<file path="config.mk">
export PLATFORM = sky130hd
export DESIGN_NAME = amp_compressor
export DESIGN_NICKNAME = d
export VERILOG_FILES = /design/src/audio_pkg.sv /design/src/wb_regs_pkg.sv /design/src/sample_window.sv /design/src/peak_detect.sv /design/src/comp_gain.sv /design/src/sign_restore.sv /design/src/comp_csr.sv /design/src/amp_compressor.sv
export SDC_FILE = /design/constraint.sdc
export NUM_CORES = 1
export LEC_CHECK = 0
export ABC_AREA = 1
export BUFFER_PORTS_ARGS = -buffer_cell sky130_fd_sc_hd__buf_2
export CAP_MARGIN = 40
export CORE_ASPECT_RATIO = 0.8
export CORE_MARGIN = 5
export CORE_UTILIZATION = 45
export CTS_CLUSTER_DIAMETER = 30
export DETAILED_ROUTE_END_ITERATION = 10
export HOLD_SLACK_MARGIN = 0.03
export PLACE_DENSITY = 0.69
export SYNTH_ARGS = -nofsm -noshare
export SYNTH_HDL_FRONTEND = slang
export SYNTH_SLANG_ARGS = --single-unit
</file>
<file path="constraint.sdc">
create_clock -name clk -period 8.7 [get_ports clk]
set_clock_uncertainty 0.05 [all_clocks]
set_input_delay 1.74 -clock clk [delete_from_list [all_inputs] [get_ports clk]]
set_output_delay 1.74 -clock clk [all_outputs]
set_load 0.02 [all_outputs]
</file>
<file path="src/audio_pkg.sv">
// Datapath types for the audio compressor pipeline, shared by every stage.
// Stages pull these in with a wildcard import in their module header.
package audio_pkg;

    typedef logic signed [15:0] sample_t;            // Signed PCM sample
    typedef logic [14:0]        mag_t;               // Saturated magnitude, 0 to 32767

    localparam sample_t SAMPLE_MIN = 16'sh8000;       // Full-scale negative input
    localparam mag_t    MAG_MAX    = 15'h7fff;       // Where -32768 saturates to
    localparam int      LEVEL_LSB  = 11;             // Threshold step is 2048

    // CTRL register layout, bypass sits in bit 4 above the threshold
    typedef struct packed {
        logic       bypass;                          // Pass samples untouched
        logic [3:0] threshold;                       // Level in steps of 2048
    } comp_cfg_t;

    // Window beat depends on the window depth, so it lives in a parameterized scope
    class win_types #(parameter int DEPTH = 4);
        typedef struct packed {
            logic                 valid;             // Sample entered this cycle
            sample_t              sample;            // Oldest sample in the window
            mag_t [DEPTH-1:0]     mags;              // Magnitudes, oldest at index 0
        } win_beat_t;
    endclass

    typedef struct packed {
        logic    valid;
        sample_t sample;                             // Oldest sample
        mag_t    mag;                                // Its magnitude
        mag_t    peak;                               // Largest magnitude in window
    } peak_beat_t;

    typedef struct packed {
        logic        valid;
        sample_t     sample;                         // Oldest sample, still unmodified
        logic [15:0] modifier;                       // Amount to pull toward zero
        logic        active;                         // Valid beat with nonzero modifier
    } gain_beat_t;

endpackage

</file>
<file path="src/wb_regs_pkg.sv">
// Wishbone classic bus structs and the register map of the compressor slave.
package wb_regs_pkg;

    typedef logic [1:0] wb_adr_t;                    // Word address of a register

    typedef struct packed {
        logic        cyc;                            // Bus cycle in progress
        logic        stb;                            // Transfer strobe
        logic        we;                             // Write when high
        wb_adr_t     adr;
        logic [15:0] dat;                            // Write data
    } wb_req_t;

    typedef struct packed {
        logic        ack;                            // One-cycle acknowledge
        logic [15:0] dat;                            // Read data, valid with ack
    } wb_rsp_t;

    localparam wb_adr_t REG_CTRL  = 2'd0;            // Threshold and bypass
    localparam wb_adr_t REG_PEAK  = 2'd1;            // Peak hold, write clears
    localparam wb_adr_t REG_COUNT = 2'd2;            // Compressed sample count, write clears

endpackage

</file>
<file path="src/sample_window.sv">
// Pipeline stage 1, keeps the last WINDOW_DEPTH samples and their magnitudes.
// Shifts on each valid input and presents the oldest sample with all magnitudes.
`timescale 1ns/10ps

module sample_window
    import audio_pkg::*;
#(
    parameter int WINDOW_DEPTH = 4                   // History length, power of two
) (
    input  logic    clk,
    input  logic    reset,
    input  sample_t sample_in,
    input  logic    sample_valid,
    output win_types#(WINDOW_DEPTH)::win_beat_t win
);

    sample_t [WINDOW_DEPTH-1:0] hist_sample;         // Index 0 is the oldest
    mag_t    [WINDOW_DEPTH-1:0] hist_mag;            // Magnitude stored beside each sample
    mag_t                       in_mag;              // Magnitude of the entering sample
    sample_t                    in_neg;              // Two's complement of the input
    logic                       win_valid;

    assign in_neg = -sample_in;

    // Absolute value computed once at the door
    always_comb begin
        if (sample_in == SAMPLE_MIN) begin
            in_mag = MAG_MAX;                        // -32768 has no positive twin
        end else if (sample_in[15]) begin
            in_mag = in_neg[14:0];
        end else begin
            in_mag = sample_in[14:0];
        end
    end

    always_ff @(posedge clk) begin
        if (reset) begin
            win_valid   <= 1'b0;
            hist_sample <= '0;                       // Start from silence
            hist_mag    <= '0;
        end else begin
            win_valid <= sample_valid;
            if (sample_valid) begin
                hist_sample <= {sample_in, hist_sample[WINDOW_DEPTH-1:1]};  // Newest on top
                hist_mag    <= {in_mag, hist_mag[WINDOW_DEPTH-1:1]};
            end
        end
    end

    assign win.valid  = win_valid;
    assign win.sample = hist_sample[0];
    assign win.mags   = hist_mag;

endmodule

</file>
<file path="src/peak_detect.sv">
// Pipeline stage 2, finds the largest magnitude in the window with a compare tree.
// Registers the peak with the oldest sample and its magnitude.
`timescale 1ns/10ps

module peak_detect
    import audio_pkg::*;
#(
    parameter int WINDOW_DEPTH = 4
) (
    input  logic       clk,
    input  logic       reset,
    input  win_types#(WINDOW_DEPTH)::win_beat_t win,
    output peak_beat_t peak
);

    mag_t window_max;                                // Root of the tree

    // Pairwise max, each pass halves the number of candidates
    function automatic mag_t tree_max(input mag_t [WINDOW_DEPTH-1:0] mags);
        mag_t [WINDOW_DEPTH-1:0] lvl;
        lvl = mags;
        for (int w = WINDOW_DEPTH / 2; w >= 1; w = w / 2) begin
            for (int i = 0; i < w; i++) begin
                lvl[i] = (lvl[2*i] >= lvl[2*i+1]) ? lvl[2*i] : lvl[2*i+1];
            end
        end
        return lvl[0];
    endfunction

    assign window_max = tree_max(win.mags);

    always_ff @(posedge clk) begin
        if (reset) begin
            peak.valid <= 1'b0;
        end else begin
            peak.valid <= win.valid;                 // Bubbles ride along
        end
        peak.sample <= win.sample;
        peak.mag    <= win.mags[0];                  // Oldest magnitude
        peak.peak   <= window_max;
    end

endmodule

</file>
<file path="src/comp_gain.sv">
// Pipeline stage 3, turns the window peak into a reduction amount.
// Excess over the threshold times the sample magnitude, scaled down by the peak octave.
`timescale 1ns/10ps

module comp_gain
    import audio_pkg::*;
(
    input  logic       clk,
    input  logic       reset,
    input  peak_beat_t peak,
    input  comp_cfg_t  cfg,
    output gain_beat_t gain
);

    logic [15:0] level;                              // Threshold in sample units
    logic [15:0] excess;                             // Peak minus level, bit 15 is borrow
    logic [3:0]  excess_m;                           // Top four bits of the excess
    logic        enable;
    logic [18:0] product;                            // 15 x 4 bit product
    logic [15:0] modifier;

    assign level    = 16'(cfg.threshold) << LEVEL_LSB;
    assign excess   = {1'b0, peak.peak} - level;
    assign excess_m = excess[LEVEL_LSB+3:LEVEL_LSB];
    assign enable   = !cfg.bypass && !excess[15];    // Peak at or above level
    assign product  = peak.mag * excess_m;

    // Octave shift picked by the leading peak bit
    always_comb begin
        modifier = '0;
        if (enable) begin
            if (peak.peak[14]) begin
                modifier = 16'(product >> 15);
            end else if (peak.peak[13]) begin
                modifier = 16'(product >> 14);
            end else if (peak.peak[12]) begin
                modifier = 16'(product >> 13);
            end else if (peak.peak[11]) begin
                modifier = 16'(product >> 12);
            end
            // Quiet peaks below 2048 leave the sample alone
        end
    end

    always_ff @(posedge clk) begin
        if (reset) begin
            gain.valid  <= 1'b0;
            gain.active <= 1'b0;
        end else begin
            gain.valid  <= peak.valid;
            gain.active <= peak.valid && (modifier != '0);  // One pulse per compressed beat
        end
        gain.sample   <= peak.sample;
        gain.modifier <= modifier;
    end

endmodule

</file>
<file path="src/sign_restore.sv">
// Pipeline stage 4, pulls the oldest sample toward zero by the modifier.
// Negative samples get the modifier added, others get it subtracted.
`timescale 1ns/10ps

module sign_restore
    import audio_pkg::*;
(
    input  logic       clk,
    input  logic       reset,
    input  gain_beat_t gain,
    output sample_t    sample_out,
    output logic       out_valid
);

    sample_t mod_s;                                  // Modifier as a signed value
    sample_t restored;

    assign mod_s = sample_t'(gain.modifier);

    always_comb begin
        if (gain.sample[15]) begin
            restored = gain.sample + mod_s;          // Toward zero from below
        end else begin
            restored = gain.sample - mod_s;          // Toward zero from above
        end
    end

    always_ff @(posedge clk) begin
        if (reset) begin
            out_valid <= 1'b0;
        end else begin
            out_valid <= gain.valid;
        end
    end

    // Output holds its last value through bubbles
    always_ff @(posedge clk) begin
        if (gain.valid) begin
            sample_out <= restored;
        end
    end

endmodule

</file>
<file path="src/comp_csr.sv">
// Wishbone classic slave with control, peak-hold and compressed-count registers.
// Ack comes one cycle after the request and lasts a single cycle.
`timescale 1ns/10ps

module comp_csr
    import audio_pkg::*;
    import wb_regs_pkg::*;
(
    input  logic       clk,
    input  logic       reset,
    input  wb_req_t    wb_req,
    output wb_rsp_t    wb_rsp,
    output comp_cfg_t  cfg,
    input  peak_beat_t peak,
    input  logic       active
);

    comp_cfg_t   ctrl_q;
    mag_t        peak_hold;                          // Largest peak since last clear
    logic [15:0] comp_count;                         // Saturating beat counter
    logic        ack_q;
    logic [15:0] rd_dat_q;
    logic [15:0] rd_mux;
    logic        wb_hit;                             // New request this cycle
    logic        wr_en;

    assign wb_hit = wb_req.cyc && wb_req.stb && !ack_q;
    assign wr_en  = wb_hit && wb_req.we;

    always_comb begin
        case (wb_req.adr)
            REG_CTRL:  rd_mux = 16'(ctrl_q);
            REG_PEAK:  rd_mux = {1'b0, peak_hold};
            REG_COUNT: rd_mux = comp_count;
            default:   rd_mux = '0;                  // Unmapped word reads zero
        endcase
    end

    always_ff @(posedge clk) begin
        if (reset) begin
            ack_q      <= 1'b0;
            ctrl_q     <= '{bypass: 1'b0, threshold: 4'd15};
            peak_hold  <= '0;
            comp_count <= '0;
        end else begin
            ack_q <= wb_hit;
            if (wr_en && wb_req.adr == REG_CTRL) begin
                ctrl_q <= comp_cfg_t'(wb_req.dat[$bits(comp_cfg_t)-1:0]);
            end
            if (wr_en && wb_req.adr == REG_PEAK) begin
                peak_hold <= '0;                     // Any write value clears
            end else if (peak.valid && peak.peak > peak_hold) begin
                peak_hold <= peak.peak;
            end
            if (wr_en && wb_req.adr == REG_COUNT) begin
                comp_count <= '0;
            end else if (active && comp_count != '1) begin
                comp_count <= comp_count + 16'd1;    // Stops at 65535
            end
        end
    end

    // Read data captured with the ack
    always_ff @(posedge clk) begin
        if (wb_hit) begin
            rd_dat_q <= rd_mux;
        end
    end

    assign wb_rsp.ack = ack_q;
    assign wb_rsp.dat = rd_dat_q;
    assign cfg        = ctrl_q;

endmodule

</file>
<file path="src/amp_compressor.sv">
// Top of the streaming amplitude compressor, four pipeline stages plus the CSR slave.
// Output appears four cycles after the input sample that triggers it.
`timescale 1ns/10ps

module amp_compressor
    import audio_pkg::*;
    import wb_regs_pkg::*;
#(
    parameter int WINDOW_DEPTH = 4                   // Power of two, 2 to 8
) (
    input  logic    clk,
    input  logic    reset,
    input  sample_t sample_in,
    input  logic    sample_valid,
    output sample_t sample_out,
    output logic    out_valid,
    input  wb_req_t wb_req,
    output wb_rsp_t wb_rsp
);

    win_types#(WINDOW_DEPTH)::win_beat_t win_beat;   // Stage 1 to 2
    peak_beat_t peak_beat;                           // Stage 2 to 3 and CSR
    gain_beat_t gain_beat;                           // Stage 3 to 4
    comp_cfg_t  cfg;                                 // CSR to stage 3

    sample_window #(.WINDOW_DEPTH(WINDOW_DEPTH)) u_window (
        .clk          (clk),
        .reset        (reset),
        .sample_in    (sample_in),
        .sample_valid (sample_valid),
        .win          (win_beat)
    );

    peak_detect #(.WINDOW_DEPTH(WINDOW_DEPTH)) u_peak (
        .clk   (clk),
        .reset (reset),
        .win   (win_beat),
        .peak  (peak_beat)
    );

    comp_gain u_gain (
        .clk   (clk),
        .reset (reset),
        .peak  (peak_beat),
        .cfg   (cfg),
        .gain  (gain_beat)
    );

    sign_restore u_restore (
        .clk        (clk),
        .reset      (reset),
        .gain       (gain_beat),
        .sample_out (sample_out),
        .out_valid  (out_valid)
    );

    comp_csr u_csr (
        .clk    (clk),
        .reset  (reset),
        .wb_req (wb_req),
        .wb_rsp (wb_rsp),
        .cfg    (cfg),
        .peak   (peak_beat),
        .active (gain_beat.active)                   // Already qualified by valid
    );

endmodule

</file>
==> summary.md, run 1 <==
| Metric | Value |
|---|---|
| RSZ-0062 raised after global routing | `no` |
| First-pass GRT wire length | `55200 um` |
| Share of cells above drive strength 1 | `0.113` |
| Min-delay worst type | `flop to flop` |
| CP Launch Type | `flop` |
| Mapped Nets | `1943` |
| Layout area overhead | `14.6%` |
| Placed cell count | `2192` |
| Antenna Diode Count | `0` |
| Vias in the first global route | `11240` |
| P_sw | `1.39 mW` |
| FILL cells | `2806` |
| Number of synthesized flops with an enable pin | `32` |
| Part of the power in registers | `0.351` |
| Clk slew on worst S/H paths | `60 ps` |
| Arr. time, crit path | `5590 ps` |
| Syn_area_per_cell | `7.86 sq um` |
| Worst Tran Pin Value | `926 ps` |
| RR Startpoint | `u_peak.peak[13]$_DFF_P_` |
| CORE AREA | `30500 sq um` |
| Die ar. | `34600 sq um` |
| Crit Path Max Fanout | `9` |
| Max Cap Viol | `0` |
| Clock power share | `0.396` |
| Setup violations, final | `0` |
| GRT overflow | `0` |
| Setup TNS | `0 ps` |
| Post-cts resize count | `0` |
| H-tree Lvls | `2` |
| Initial DRC count | `840` |
| Root Buffer | `clkbuf_16` |
| WL final | `32700 um` |
| CTS buffer count | `41` |
| Port Buf Inserts | `62` |
| HPWL after detailed placement | `24200 um` |
| Hold path start | `u_peak.peak[30]$_DFF_P_` |
| Setup CP Type | `flop to flop` |
| Post-synthesis sequential area ratio | `0.407` |
| IO Pins | `74` |
| Area post-placement | `14600 sq um` |
| Rows | `57` |
| Post-synthesis instance total | `1772` |
| Max-slew violations | `0` |
| Synthesis Warnings | `0` |
| F_max | `192 MHz` |
| Worst slew margin | `0.382` |
| Via count of the routed design | `11734` |
| Hold-fix buffers, CTS | `0` |
| Register bit total from synthesis | `267` |
| P_int | `2.71 mW` |
| Top_reg_cell synth | `dfxtp_1` |
| Clock sink count | `267` |
| Critical path origin | `u_peak.peak[13]$_DFF_P_` |
| FF/Latch Area | `5670 sq um` |
| CTS max path bufs | `3` |
| Final worst path period need | `5210 ps` |
| Postcts setup bufs | `0` |
| Chip Width | `207 um` |
| Final Instance Area | `16000 sq um` |
| Static leakage | `7.46 nW` |
| Layout net count | `1993` |
| Detail Route Antenna Nets | `0` |
| Combinational power share | `0.253` |
| Tcrit/Tclk final | `0.599` |
| DRC Markers | `0` |
| Fin cells | `2267` |
| Syn Std Cell Area | `13900 sq um` |
| Worst EP required | `9090 ps` |
| CTS tree | `done` |
| Drt wl/cell | `14.4 um` |
| Router iterations before antenna repair | `7` |
| Most frequent cells in the layout | `nand2_1 (273), inv_1 (262), dfxtp_1 (235)` |
| Asr flop ratio synth | `0` |
| Switching Share | `0.338` |
| Peak supply drop | `0.149 mV` |
| Worst-Skew Late Latency | `540 ps` |
| Vias/cell | `5.18` |
| Status | `finished clean` |
| Cell variety after synth | `55` |
| RePlAce Congestion | `0.888` |
| Total track usage | `0.191` |
| Hold Vio Cnt, Final | `0` |
| Worst setup EP type | `flop` |
| Initial antenna violation count | `0` |
| Leading cell type in the layout, fill and taps excluded | `nand2_1` |
| Multi-input gate area | `6940 sq um` |
| Die height | `167 um` |
| Largest net degree at the start of global routing | `108` |
| Initial core utilization | `0.457` |
| Pwr/cell area | `257 nW/um^2` |
[power groups by stage]
stage	registers (mW)	logic [mW]	clock network, mW
detailed placement	1.46	1.02	0
CTS	1.44	1.03	1.65
floorplan	1.44	0.786	0
global route	1.45	1.19	1.71
finish	1.44	1.04	1.62
global placement	1.46	0.984	0
[critical path, cell delays in order (launching register included)]
cell and delay (ps):
dfxtp_1 550, ha_1 340, a21oi_1 170, nand2_1 110, xor2_1 600, buf_4 270, nor2_1 70, fa_1 530
inv_1 60, fa_1 570, inv_1 50, ha_1 310, nand2_1 110, inv_1 60, nand2_1 60, nand3_1 60
a21oi_1 260, nand2_2 120, nand2_2 110, nand2_2 60, nand2_2 90, nand3_1 70, nand3_1 160, nand2_1 70
nor2_1 140, a21oi_2 70
[area by class of cell]
type,count,share of cell area
inverters,276,0.0657
multi-input cells,1167,0.435
flip-flops and latches,267,0.355
clock inverters,26,0.0178
repair buffers,69,0.0241
clock buffers,49,0.0700
well taps,413,0.0324
[sequential cells by signal, summed over array words and instances (netlist names), 5 cells and up]
name                  cells
u_csr.cfg                 5
u_csr.comp_count         16
u_csr.peak_hold          15
u_csr.rd_dat_q           16
u_gain.gain              25
u_peak.peak              47
u_restore.sample_out     16
u_window.hist_sample     48
u_window.win             76
[synthesized netlist by cell type (2+ instances only)]
cell      count  area [sq um]
o31ai_1       5          37.5
buf_2         6          30.0
clkinv_1      3          11.3
nor2_1      194           728
xor2_1       22           193
o211ai_1      4          30.0
buf_1         2          7.51
a21oi_2       2          17.5
nor3_1       15          75.1
buf_6         3          33.8
nor4_1        3          18.8
o221ai_1     12           105
nand4_1      29           181
a21oi_1     151           756
ha_1        104          1300
nand3_2       4          40.0
o22ai_1       9          56.3
nand3_1      59           295
inv_1       263           987
nand2_2      16           100
fa_1         27           541
a221oi_2      2          30.0
o21ai_2      20           175
xnor2_1       5          43.8
edfxtp_1     32           961
clkbuf_1     48           180
inv_2         9          33.8
or4_1         2          15.0
nand2_1     273          1020
a31oi_1       7          43.8
a211oi_1      4          30.0
dfxtp_1     235          4700
o21ai_1      20           100
o21ai_0     155           776
o21bai_1      2          15.0
nor3_2        4          40.0
buf_4         3          22.5
[cells by family (layout without fill, tap and decap cells)]
logic type | after synthesis | in the layout | synth area share
simple gates | 610 | 610 | 0.188
compound gates | 399 | 399 | 0.161
buf+inv | 338 | 420 | 0.0950
flops | 267 | 267 | 0.407
fa+ha+maj | 131 | 131 | 0.132
xor+xnor | 27 | 27 | 0.0170
[final timing paths]
kind	endpoint	slack [ps]	cells after the start
setup / recovery	u_gain.gain[0]$_SDFF_PP0_	3490	25
hold / removal	u_gain.gain[17]$_DFF_P_	270	0
hold reg to reg	u_gain.gain[17]$_DFF_P_	270	0
setup reg to reg	u_gain.gain[0]$_SDFF_PP0_	3490	25
[stage by stage]
| step | setup slack [ps] | power, mW | hold slack [ps] | utilization |
|---|---|---|---|---|
| global placement | 3390 | 2.44 | 263 | 0.477 |
| detailed placement | 3540 | 2.48 | 262 | 0.478 |
| floorplan | 4410 | 2.22 | 260 | - |
| CTS | 3500 | 4.12 | 265 | 0.524 |
| global route | 3050 | 4.35 | 272 | 0.524 |
| finish | 3490 | 4.10 | 268 | 0.524 |
[per-layer routing]
metal  GRT usage  routed length [um]  share of wire
met1       0.289               16400           0.50
met2       0.280               13600           0.42
met3      0.0360                1960          0.060
met4      0.0486                 675          0.021
met5           0                   0              0
Power figures use the tool's default switching activity.
==> inputs of run 2 (changes only) <==
--- a/config.mk
+++ b/config.mk
@@ -5,7 +5,7 @@
 export SDC_FILE = /design/constraint.sdc
 export NUM_CORES = 1
 export LEC_CHECK = 0
-export ABC_AREA = 1
+export ABC_AREA = 0
 export BUFFER_PORTS_ARGS = -buffer_cell sky130_fd_sc_hd__buf_2
 export CAP_MARGIN = 40
 export CORE_ASPECT_RATIO = 0.8
==> constraint.sdc (replaced) <==
create_clock -name clk -period 5.4 [get_ports clk]
set_clock_uncertainty 0.05 [all_clocks]
set_input_delay 1.08 -clock clk [delete_from_list [all_inputs] [get_ports clk]]
set_output_delay 1.08 -clock clk [all_outputs]
set_load 0.02 [all_outputs]
==> run 2 against run 1 <==
  * Final cell count down 17%
  * Core utilization up 3.3 points
  * Die area down 3.8%
  * Wire length down 11%
  * Power up 44%
  * Via count down 17%
  * Count of clock-buffer cells in the layout up 18
  * Fmax down 3.0%
  * Sequential cell count unchanged
  * Sequential share of layout area down 0.74 points
  * Critical endpoint unchanged
  * Highest routed layer unchanged
==> summary.md, run 2 <==
| Metric | Value |
|---|---|
| Pwr/cell area | `362 nW/um^2 (+41%)` |
| Worst setup EP type | `flop` |
| Final hold slack | `266 ps (-1.56 ps)` |
| Vias in the first global route | `9509 (-15%)` |
| Vias/cell | `5.20 (+0.38%)` |
| Detail Route Antenna Nets | `0 (unchanged)` |
| Layout area overhead | `22.1%` |
| Crit Path Max Fanout | `5 (-4)` |
| Setup TNS | `0 ps (unchanged)` |
| RePlAce Congestion | `0.860 (-3.1%)` |
| DRC Markers | `0 (unchanged)` |
| Power, Total | `5.91 mW (+44%)` |
| Port Buf Inserts | `62 (unchanged)` |
| F_max | `186 MHz (-3.0%)` |
| WL final | `29100 um (-11%)` |
| Tcrit/Tclk final | `0.994 (+0.396)` |
| Cell variety after synth | `67 (+22%)` |
| Layout net count | `1633 (-18%)` |
| Setup violations, final | `0 (unchanged)` |
| CTS tree | `done` |
| Hold Vio Cnt, Final | `0 (unchanged)` |
| Clk slew on worst S/H paths | `50 ps (about the same)` |
| Syn Std Cell Area | `13400 sq um (-4.0%)` |
| H-tree Lvls | `2 (unchanged)` |
| HPWL after detailed placement | `20900 um (-13%)` |
| Top cell types by occurrence after synthesis | `dfxtp_1 (235), nor2_1 (194), mux2i_1 (164), inv_1 (129), ha_1 (104)` |
| Antenna Diode Count | `0 (unchanged)` |
| Area contributors post-synth | `dfxtp_1 (35%), mux2i_1 (12%), ha_1 (9.7%)` |
| Static leakage | `7.65 nW (+2.6%)` |
| FF-to-FF End | `u_gain.gain[0]$_SDFF_PP0_` |
| Largest net degree at the start of global routing | `66 (-39%)` |
| Clock sink count | `267 (unchanged)` |
| Rows | `56 (-1.8%)` |
| Hold path start | `u_peak.peak[41]$_DFF_P_` |
| Drt wl/cell | `15.4 um (+7.1%)` |
| Register bit total from synthesis | `267 (unchanged)` |
| Die ar. | `33300 sq um (-3.8%)` |
| Min-delay worst type | `flop to flop` |
| CTS buffer count | `51 (+24%)` |
| Peak supply drop | `0.298 mV (+99%)` |
| Synthesis Warnings | `0 (unchanged)` |
| Share of cells above drive strength 1 | `0.163 (+0.0502)` |
| Worst slew margin | `0.417 (+0.0342)` |
| CP Launch Type | `flop` |
| Hold-fix buffers, CTS | `0 (unchanged)` |
| IO Pins | `74 (unchanged)` |
| Initial core utilization | `0.456 (-0.000951)` |
| Asr flop ratio synth | `0 (unchanged)` |
| Setup CP Type | `flop to flop` |
| Worst hold path depth | `0 (unchanged)` |
| Total track usage | `0.174 (-0.0171)` |
| Number of synthesized flops with an enable pin | `32 (unchanged)` |
| Syn_area_per_cell | `9.85 sq um (+25%)` |
| Most frequent cells in the layout | `dfxtp_1 (232), nor2_1 (194), mux2i_1 (164)` |
| Worst-Skew Late Latency | `550 ps (about the same)` |
| Worst Hold End | `u_gain.gain[28]$_DFF_P_` |
| RR Startpoint | `u_peak.peak[11]$_DFF_P_` |
| Via count of the routed design | `9778 (-17%)` |
| Arr. time, crit path | `5750 ps (+160 ps)` |
| Largest register FFs | `76 (unchanged)` |
| CTS max path bufs | `3 (unchanged)` |
| GRT overflow | `0 (unchanged)` |
| Post-synth top area share | `0.352 (+0.0142)` |
| Top-count cell post-synth | `dfxtp_1` |
| Post-synthesis sequential area ratio | `0.424 (+0.0171)` |
| Internal reg-to-reg setup slack | `30 ps (-3460 ps)` |
| Initial DRC count | `765 (-8.9%)` |
| Final worst path period need | `5370 ps (+161 ps)` |
| Root Buffer | `clkbuf_16` |
| Mapped Nets | `1528 (-21%)` |
| CORE AREA | `29300 sq um (-3.8%)` |
| Post-synth top area cell | `dfxtp_1` |
| R2r worst-path depth | `23 (-8.0%)` |
| Chip Width | `203 um (-1.9%)` |
| Die height | `164 um (-1.9%)` |
| Router iterations before antenna repair | `5 (-2)` |
| Top_reg_cell synth | `dfxtp_1` |
| Worst Tran Pin Value | `873 ps (-53.1 ps)` |
| Status | `finished clean` |
| Post-synthesis instance total | `1357 (-23%)` |
| Leading cell type in the layout, fill and taps excluded | `dfxtp_1` |
| Max Cap Viol | `0 (unchanged)` |
| First-pass GRT wire length | `48000 um (-13%)` |
| Worst EP required | `5780 ps (-3310 ps)` |
| Max-slew violations | `0 (unchanged)` |
| RSZ-0062 raised after global routing | `yes` |
| Initial antenna violation count | `0 (unchanged)` |
## run 2: cell count changes in the layout (fill, tap and decap cells not counted), moves of 30 or more
cell / previous run / this run
mux2i_1: 0 / 164
nand2_1: 273 / 36
and2_1: 1 / 37
o21ai_0: 155 / 24
a21oi_1: 151 / 50
buf_4: 7 / 37
inv_1: 262 / 125
nand3_1: 59 / 13
## run 2: power by group
| part | leakage (nW) | internal [mW] | switching, mW | total, mW |
|---|---|---|---|---|
| Combinational | 4.56 | 0.274 | 0.339 | 0.613 |
| Sequential | 2.23 | 2.08 | 0.0530 | 2.13 |
| Clock | 0.865 | 2.10 | 1.07 | 3.17 |
## run 2: through the flow
| step | setup WS [ps] | utilization | instance area, sq um | std cells |
|---|---|---|---|---|
| 2_1_floorplan | 37.4 | - | 13400 | 1357 |
| 3_3_place_gp | -147 | 0.484 | 14200 | 1775 |
| 3_5_place_dp | -178 | 0.485 | 14200 | 1777 |
| 4_1_cts | 4.84 | 0.548 | 16000 | 1876 |
| 5_1_grt | -136 | 0.557 | 16300 | 1882 |
| 6_report | 31.1 | 0.557 | 16300 | 1882 |
## run 2: critical path, cell delays in order (launching register included)
cell and delay (ps):
dfxtp_2 320, inv_2 80, ha_4 140, inv_2 40, fa_2 390, xor2_4 200
buf_6 130, buf_4 140, and2_4 150, fa_1 500, inv_1 50, fa_1 510
inv_2 50, ha_4 170, a2111oi_4 320, o21ai_2 120, a41oi_2 250, o21ai_4 110
a21oi_2 140, xnor2_1 90, and3_1 190, a31o_1 210, or4_4 530, o41a_1 370
## run 2: final cells by class
class,instances,area (sq um)
multi-input cells,909,7230
fillers,2464,13000
clock inverters,29,330
well taps,377,472
flip-flops and latches,267,5670
clock buffers,67,1450
inverters,129,487
repair buffers,104,674
## run 2: worst max path at each step
stage                              start                         to  slack [ps]
2_1_floorplan    u_peak.peak[11]$_DFF_P_  u_gain.gain[0]$_SDFF_PP0_          40
4_1_cts          u_peak.peak[11]$_DFF_P_  u_gain.gain[0]$_SDFF_PP0_           5
6_report         u_peak.peak[11]$_DFF_P_  u_gain.gain[0]$_SDFF_PP0_          30
3_5_place_dp     u_peak.peak[12]$_DFF_P_  u_gain.gain[0]$_SDFF_PP0_        -180
3_3_place_gp     u_peak.peak[11]$_DFF_P_  u_gain.gain[0]$_SDFF_PP0_        -150
5_1_grt        u_csr.cfg[1]$_SDFFE_PP1P_  u_gain.gain[0]$_SDFF_PP0_        -140
## run 2: logic make-up (layout without fill, tap and decap cells)
| family | after synthesis | count (layout) | synth area share |
|---|---|---|---|
| adders and majority gates | 131 | 131 | 0.138 |
| muxes | 166 | 166 | 0.125 |
| AOI/OAI and AO/OA | 192 | 192 | 0.0972 |
| and+or+nand+nor | 369 | 369 | 0.129 |
| xor gates and xnor gates | 51 | 51 | 0.0340 |
| buffers and inverters | 181 | 329 | 0.0540 |
| DFF | 267 | 267 | 0.424 |
## run 2: routing by layer
metal	wire [um]	GRT usage	vias to the layer above
met5	0	0	-
met4	417	0.0426	0
met3	1320	0.0316	40
met2	12800	0.267	199
met1	14600	0.255	4668
li1	-	-	4871
## run 2: what timing repair did
action                     CTS  global route
setup buffers                3             6
setup endpoints to repair    1             4
resized for setup           10            41
pin swaps                    4            26
==> inputs of run 3 (changes only) <==
==> constraint.sdc (replaced) <==
create_clock -name clk -period 5.4 [get_ports clk]
set_clock_uncertainty 0.05 [all_clocks]
set_input_delay 0.54 -clock clk [delete_from_list [all_inputs] [get_ports clk]]
set_output_delay 0.54 -clock clk [all_outputs]
set_load 0.02 [all_outputs]
==> run 3 against run 2 <==
  * Setup slack gained 17 ps
  * Largest cell class unchanged
  * Sequential cell count is the same
  * Critical path depth stayed put
  * Clock power shrank 5%
  * Critical endpoint unchanged
  * Worst hold slack worse by 70 ps
  * Die area is the same
  * Highest routed layer unchanged
  * Wire length increased by 0.63%
  * Register-to-register slack better by 20 ps
  * Sequential power barely moved
  * Sequential share of layout area down 0.061 points
==> summary.md, run 3 (same netlist as run 2, synthesis figures left out) <==
| Metric | Value |
|---|---|
| Status | `finished clean` |
| P_int | `4.34 mW (-2.5%)` |
| First-pass GRT wire length | `47800 um (-0.45%)` |
| Antenna Diode Count | `0 (unchanged)` |
| Max-slew violations | `0 (unchanged)` |
| Switching Share | `0.247 (+0.000296)` |
| Largest register FFs | `76 (unchanged)` |
| Grt peak-use layer | `met2` |
| Hold path start | `wb_req[19]` |
| F_max | `187 MHz (+0.31%)` |
| Router iterations before antenna repair | `5 (unchanged)` |
| Share of cells above drive strength 1 | `0.173 (+0.00942)` |
| Part of the power in registers | `0.369 (+0.009)` |
| DRC Markers | `0 (unchanged)` |
| Largest net degree at the start of global routing | `88 (+33%)` |
| Hold-fix buffers, CTS | `0 (unchanged)` |
| RR Startpoint | `u_peak.peak[11]$_DFF_P_` |
| RePlAce Congestion | `0.868 (+0.98%)` |
| Worst hold path depth | `3 (+3)` |
| Arr. time, crit path | `5710 ps (-40 ps)` |
| Setup CP Type | `flop to flop` |
| Worst Tran Pin Value | `924 ps (+50.8 ps)` |
| CTS tree | `done` |
| Internal reg-to-reg setup slack | `50 ps (+20 ps)` |
| Via count of the routed design | `9698 (-0.82%)` |
| CTS buffer count | `50 (-2.0%)` |
| FILL cells | `2482 (+0.73%)` |
| WL final | `29200 um (+0.63%)` |
| Chip Width | `203 um (unchanged)` |
| Layout area overhead | `22.3%` |
| Dpl ws | `-247 ps (-68.8 ps)` |
| FF-to-FF End | `u_gain.gain[0]$_SDFF_PP0_` |
| H-tree Lvls | `2 (unchanged)` |
| Crit Path Max Fanout | `6 (+1)` |
| CORE AREA | `29300 sq um (unchanged)` |
| Grt met3 use | `0.0381 (+0.00651)` |
| Detail Route Antenna Nets | `0 (unchanged)` |
| Vias/cell | `5.16 (-0.77%)` |
| M1 GR Usage | `0.246 (-0.00907)` |
| Worst slew margin | `0.383 (-0.0339)` |
| RSZ-0062 raised after global routing | `yes` |
| Layout net count | `1635 (+0.12%)` |
| Final worst path period need | `5350 ps (-16.8 ps)` |
| CP Launch Type | `flop` |
| Total track usage | `0.173 (-0.000953)` |
| Area post-placement | `14200 sq um (+0.23%)` |
| IO Pins | `74 (unchanged)` |
| Root Buffer | `clkbuf_16` |
| Min-delay worst type | `input pin to flop` |
| Setup slack after layout | `47.9 ps (+16.8 ps)` |
| Leading cell type in the layout, fill and taps excluded | `dfxtp_1` |
| Static leakage | `7.63 nW (-0.24%)` |
| Worst setup EP type | `flop` |
| Crit-path cells | `inv_2 > ha_4 > inv_2 > fa_2 > xor2_4 > buf_6 > and2_4 > fa_1 > inv_2 > fa_1 > inv_2 > ha_4 > a2111oi_4 > o21ai_2 > a41oi_2 > o21ai_4 > a31oi_4 > o21bai_2 > xnor2_2 > buf_4 > nor2_2 > or4_4 > o41a_1` |
| Fin cells | `1881 (-0.053%)` |
| Initial core utilization | `0.456 (unchanged)` |
| Worst Hold End | `u_csr.ack_q$_SDFF_PP0_` |
| Most frequent cells in the layout | `dfxtp_1 (231), nor2_1 (193), mux2i_1 (163)` |
| Setup violations, final | `0 (unchanged)` |
| Slowest cell delay on critical path | `510 ps (-20 ps)` |
| Combinational power share | `0.107 (+0.003)` |
| Initial antenna violation count | `1 (+1)` |
| Rows | `56 (unchanged)` |
| Final Util | `0.558 (+0.00111)` |
| R2r worst-path depth | `23 (unchanged)` |
| CTS max path bufs | `3 (unchanged)` |
| Initial DRC count | `599 (-22%)` |
| Setup TNS | `0 ps (unchanged)` |
| Final Instance Area | `16300 sq um (+0.20%)` |
| Die ar. | `33300 sq um (unchanged)` |
| Worst EP required | `5760 ps (-20 ps)` |
| Clk slew on worst S/H paths | `50 ps (about the same)` |
| Worst-Skew Late Latency | `540 ps (about the same)` |
| Vias in the first global route | `9438 (-0.75%)` |
| Hold Vio Cnt, Final | `0 (unchanged)` |
| Tcrit/Tclk final | `0.991 (-0.00310)` |
| Clock power share | `0.523 (-0.013)` |
| Port Buf Inserts | `62 (unchanged)` |
| Placed cell count | `1776 (-0.056%)` |
| Peak supply drop | `0.228 mV (-23%)` |
| P_sw | `1.42 mW (-2.4%)` |
| CP max stage cell | `fa_1` |
| Drt wl/cell | `15.5 um (+0.68%)` |
| GRT overflow | `0 (unchanged)` |
| Die height | `164 um (unchanged)` |
| Clock sink count | `267 (unchanged)` |
| CP most frequent cell | `inv_2` |
| Pwr/cell area | `353 nW/um^2 (-2.7%)` |
| HPWL after detailed placement | `20800 um (-0.73%)` |
| M2 GR Usage | `0.263 (-0.00382)` |
| Max Cap Viol | `0 (unchanged)` |
[run 3: repair_timing]
action	CTS	global route
pin swaps	5	46
setup endpoints to repair	1	3
setup buffers	1	12
gates resized for setup	13	54
gates cloned	1	0
[run 3: worst max path at each step]
stage | from | cells past startpoint | end
after floorplan | u_peak.peak[11]$_DFF_P_ | 22 | u_gain.gain[0]$_SDFF_PP0_
after global placement | u_peak.peak[11]$_DFF_P_ | 19 | u_gain.gain[0]$_SDFF_PP0_
final | u_peak.peak[11]$_DFF_P_ | 23 | u_gain.gain[0]$_SDFF_PP0_
after detailed placement | u_peak.peak[11]$_DFF_P_ | 22 | u_gain.gain[0]$_SDFF_PP0_
after global routing | u_peak.peak[11]$_DFF_P_ | 23 | u_gain.gain[0]$_SDFF_PP0_
after CTS | u_csr.cfg[2]$_SDFFE_PP1P_ | 20 | u_gain.gain[0]$_SDFF_PP0_
[run 3: final cells by class]
class	count	area, sq um	share of cell area
Multi-Input combinational cell	910	7300	0.446
Tap cell	377	472	0.0289
Inverter	129	484	0.0296
Clock inverter	28	284	0.0174
Timing Repair Buffer	106	733	0.0448
Sequential cell	267	5670	0.347
Clock buffer	64	1400	0.0859
[run 3: metrics by stage]
stage | hold slack [ps] | power [mW]
6_report | 197 | 5.77
5_1_grt | 209 | 6.00
4_1_cts | 176 | 5.77
3_5_place_dp | 262 | 2.72
3_3_place_gp | 262 | 2.70
2_1_floorplan | 260 | 2.55
[run 3: worst max-delay path, delay by kind of cell, from the launching register on]
family	cells	cell delay [ps]
fa+ha+maj	5	1740
compound gates	7	1520
simple gates	3	690
buf+inv	6	480
xor+xnor	2	410
flops	1	320
[run 3: power by group through the flow]
stage                     sequential, mW  combinational, mW  clock [mW]
final                               2.13              0.619        3.02
after global routing                2.13              0.680        3.18
after CTS                           2.13              0.573        3.07
after detailed placement            2.16              0.555           0
after global placement              2.16              0.539           0
after floorplan                     2.15              0.398           0
[run 3: layer usage]
layer | vias to the layer above | routed length [um]
li1 | 4867 | -
met1 | 4547 | 14300
met2 | 229 | 12500
met3 | 55 | 1740
met4 | 0 | 667
met5 | - | 0
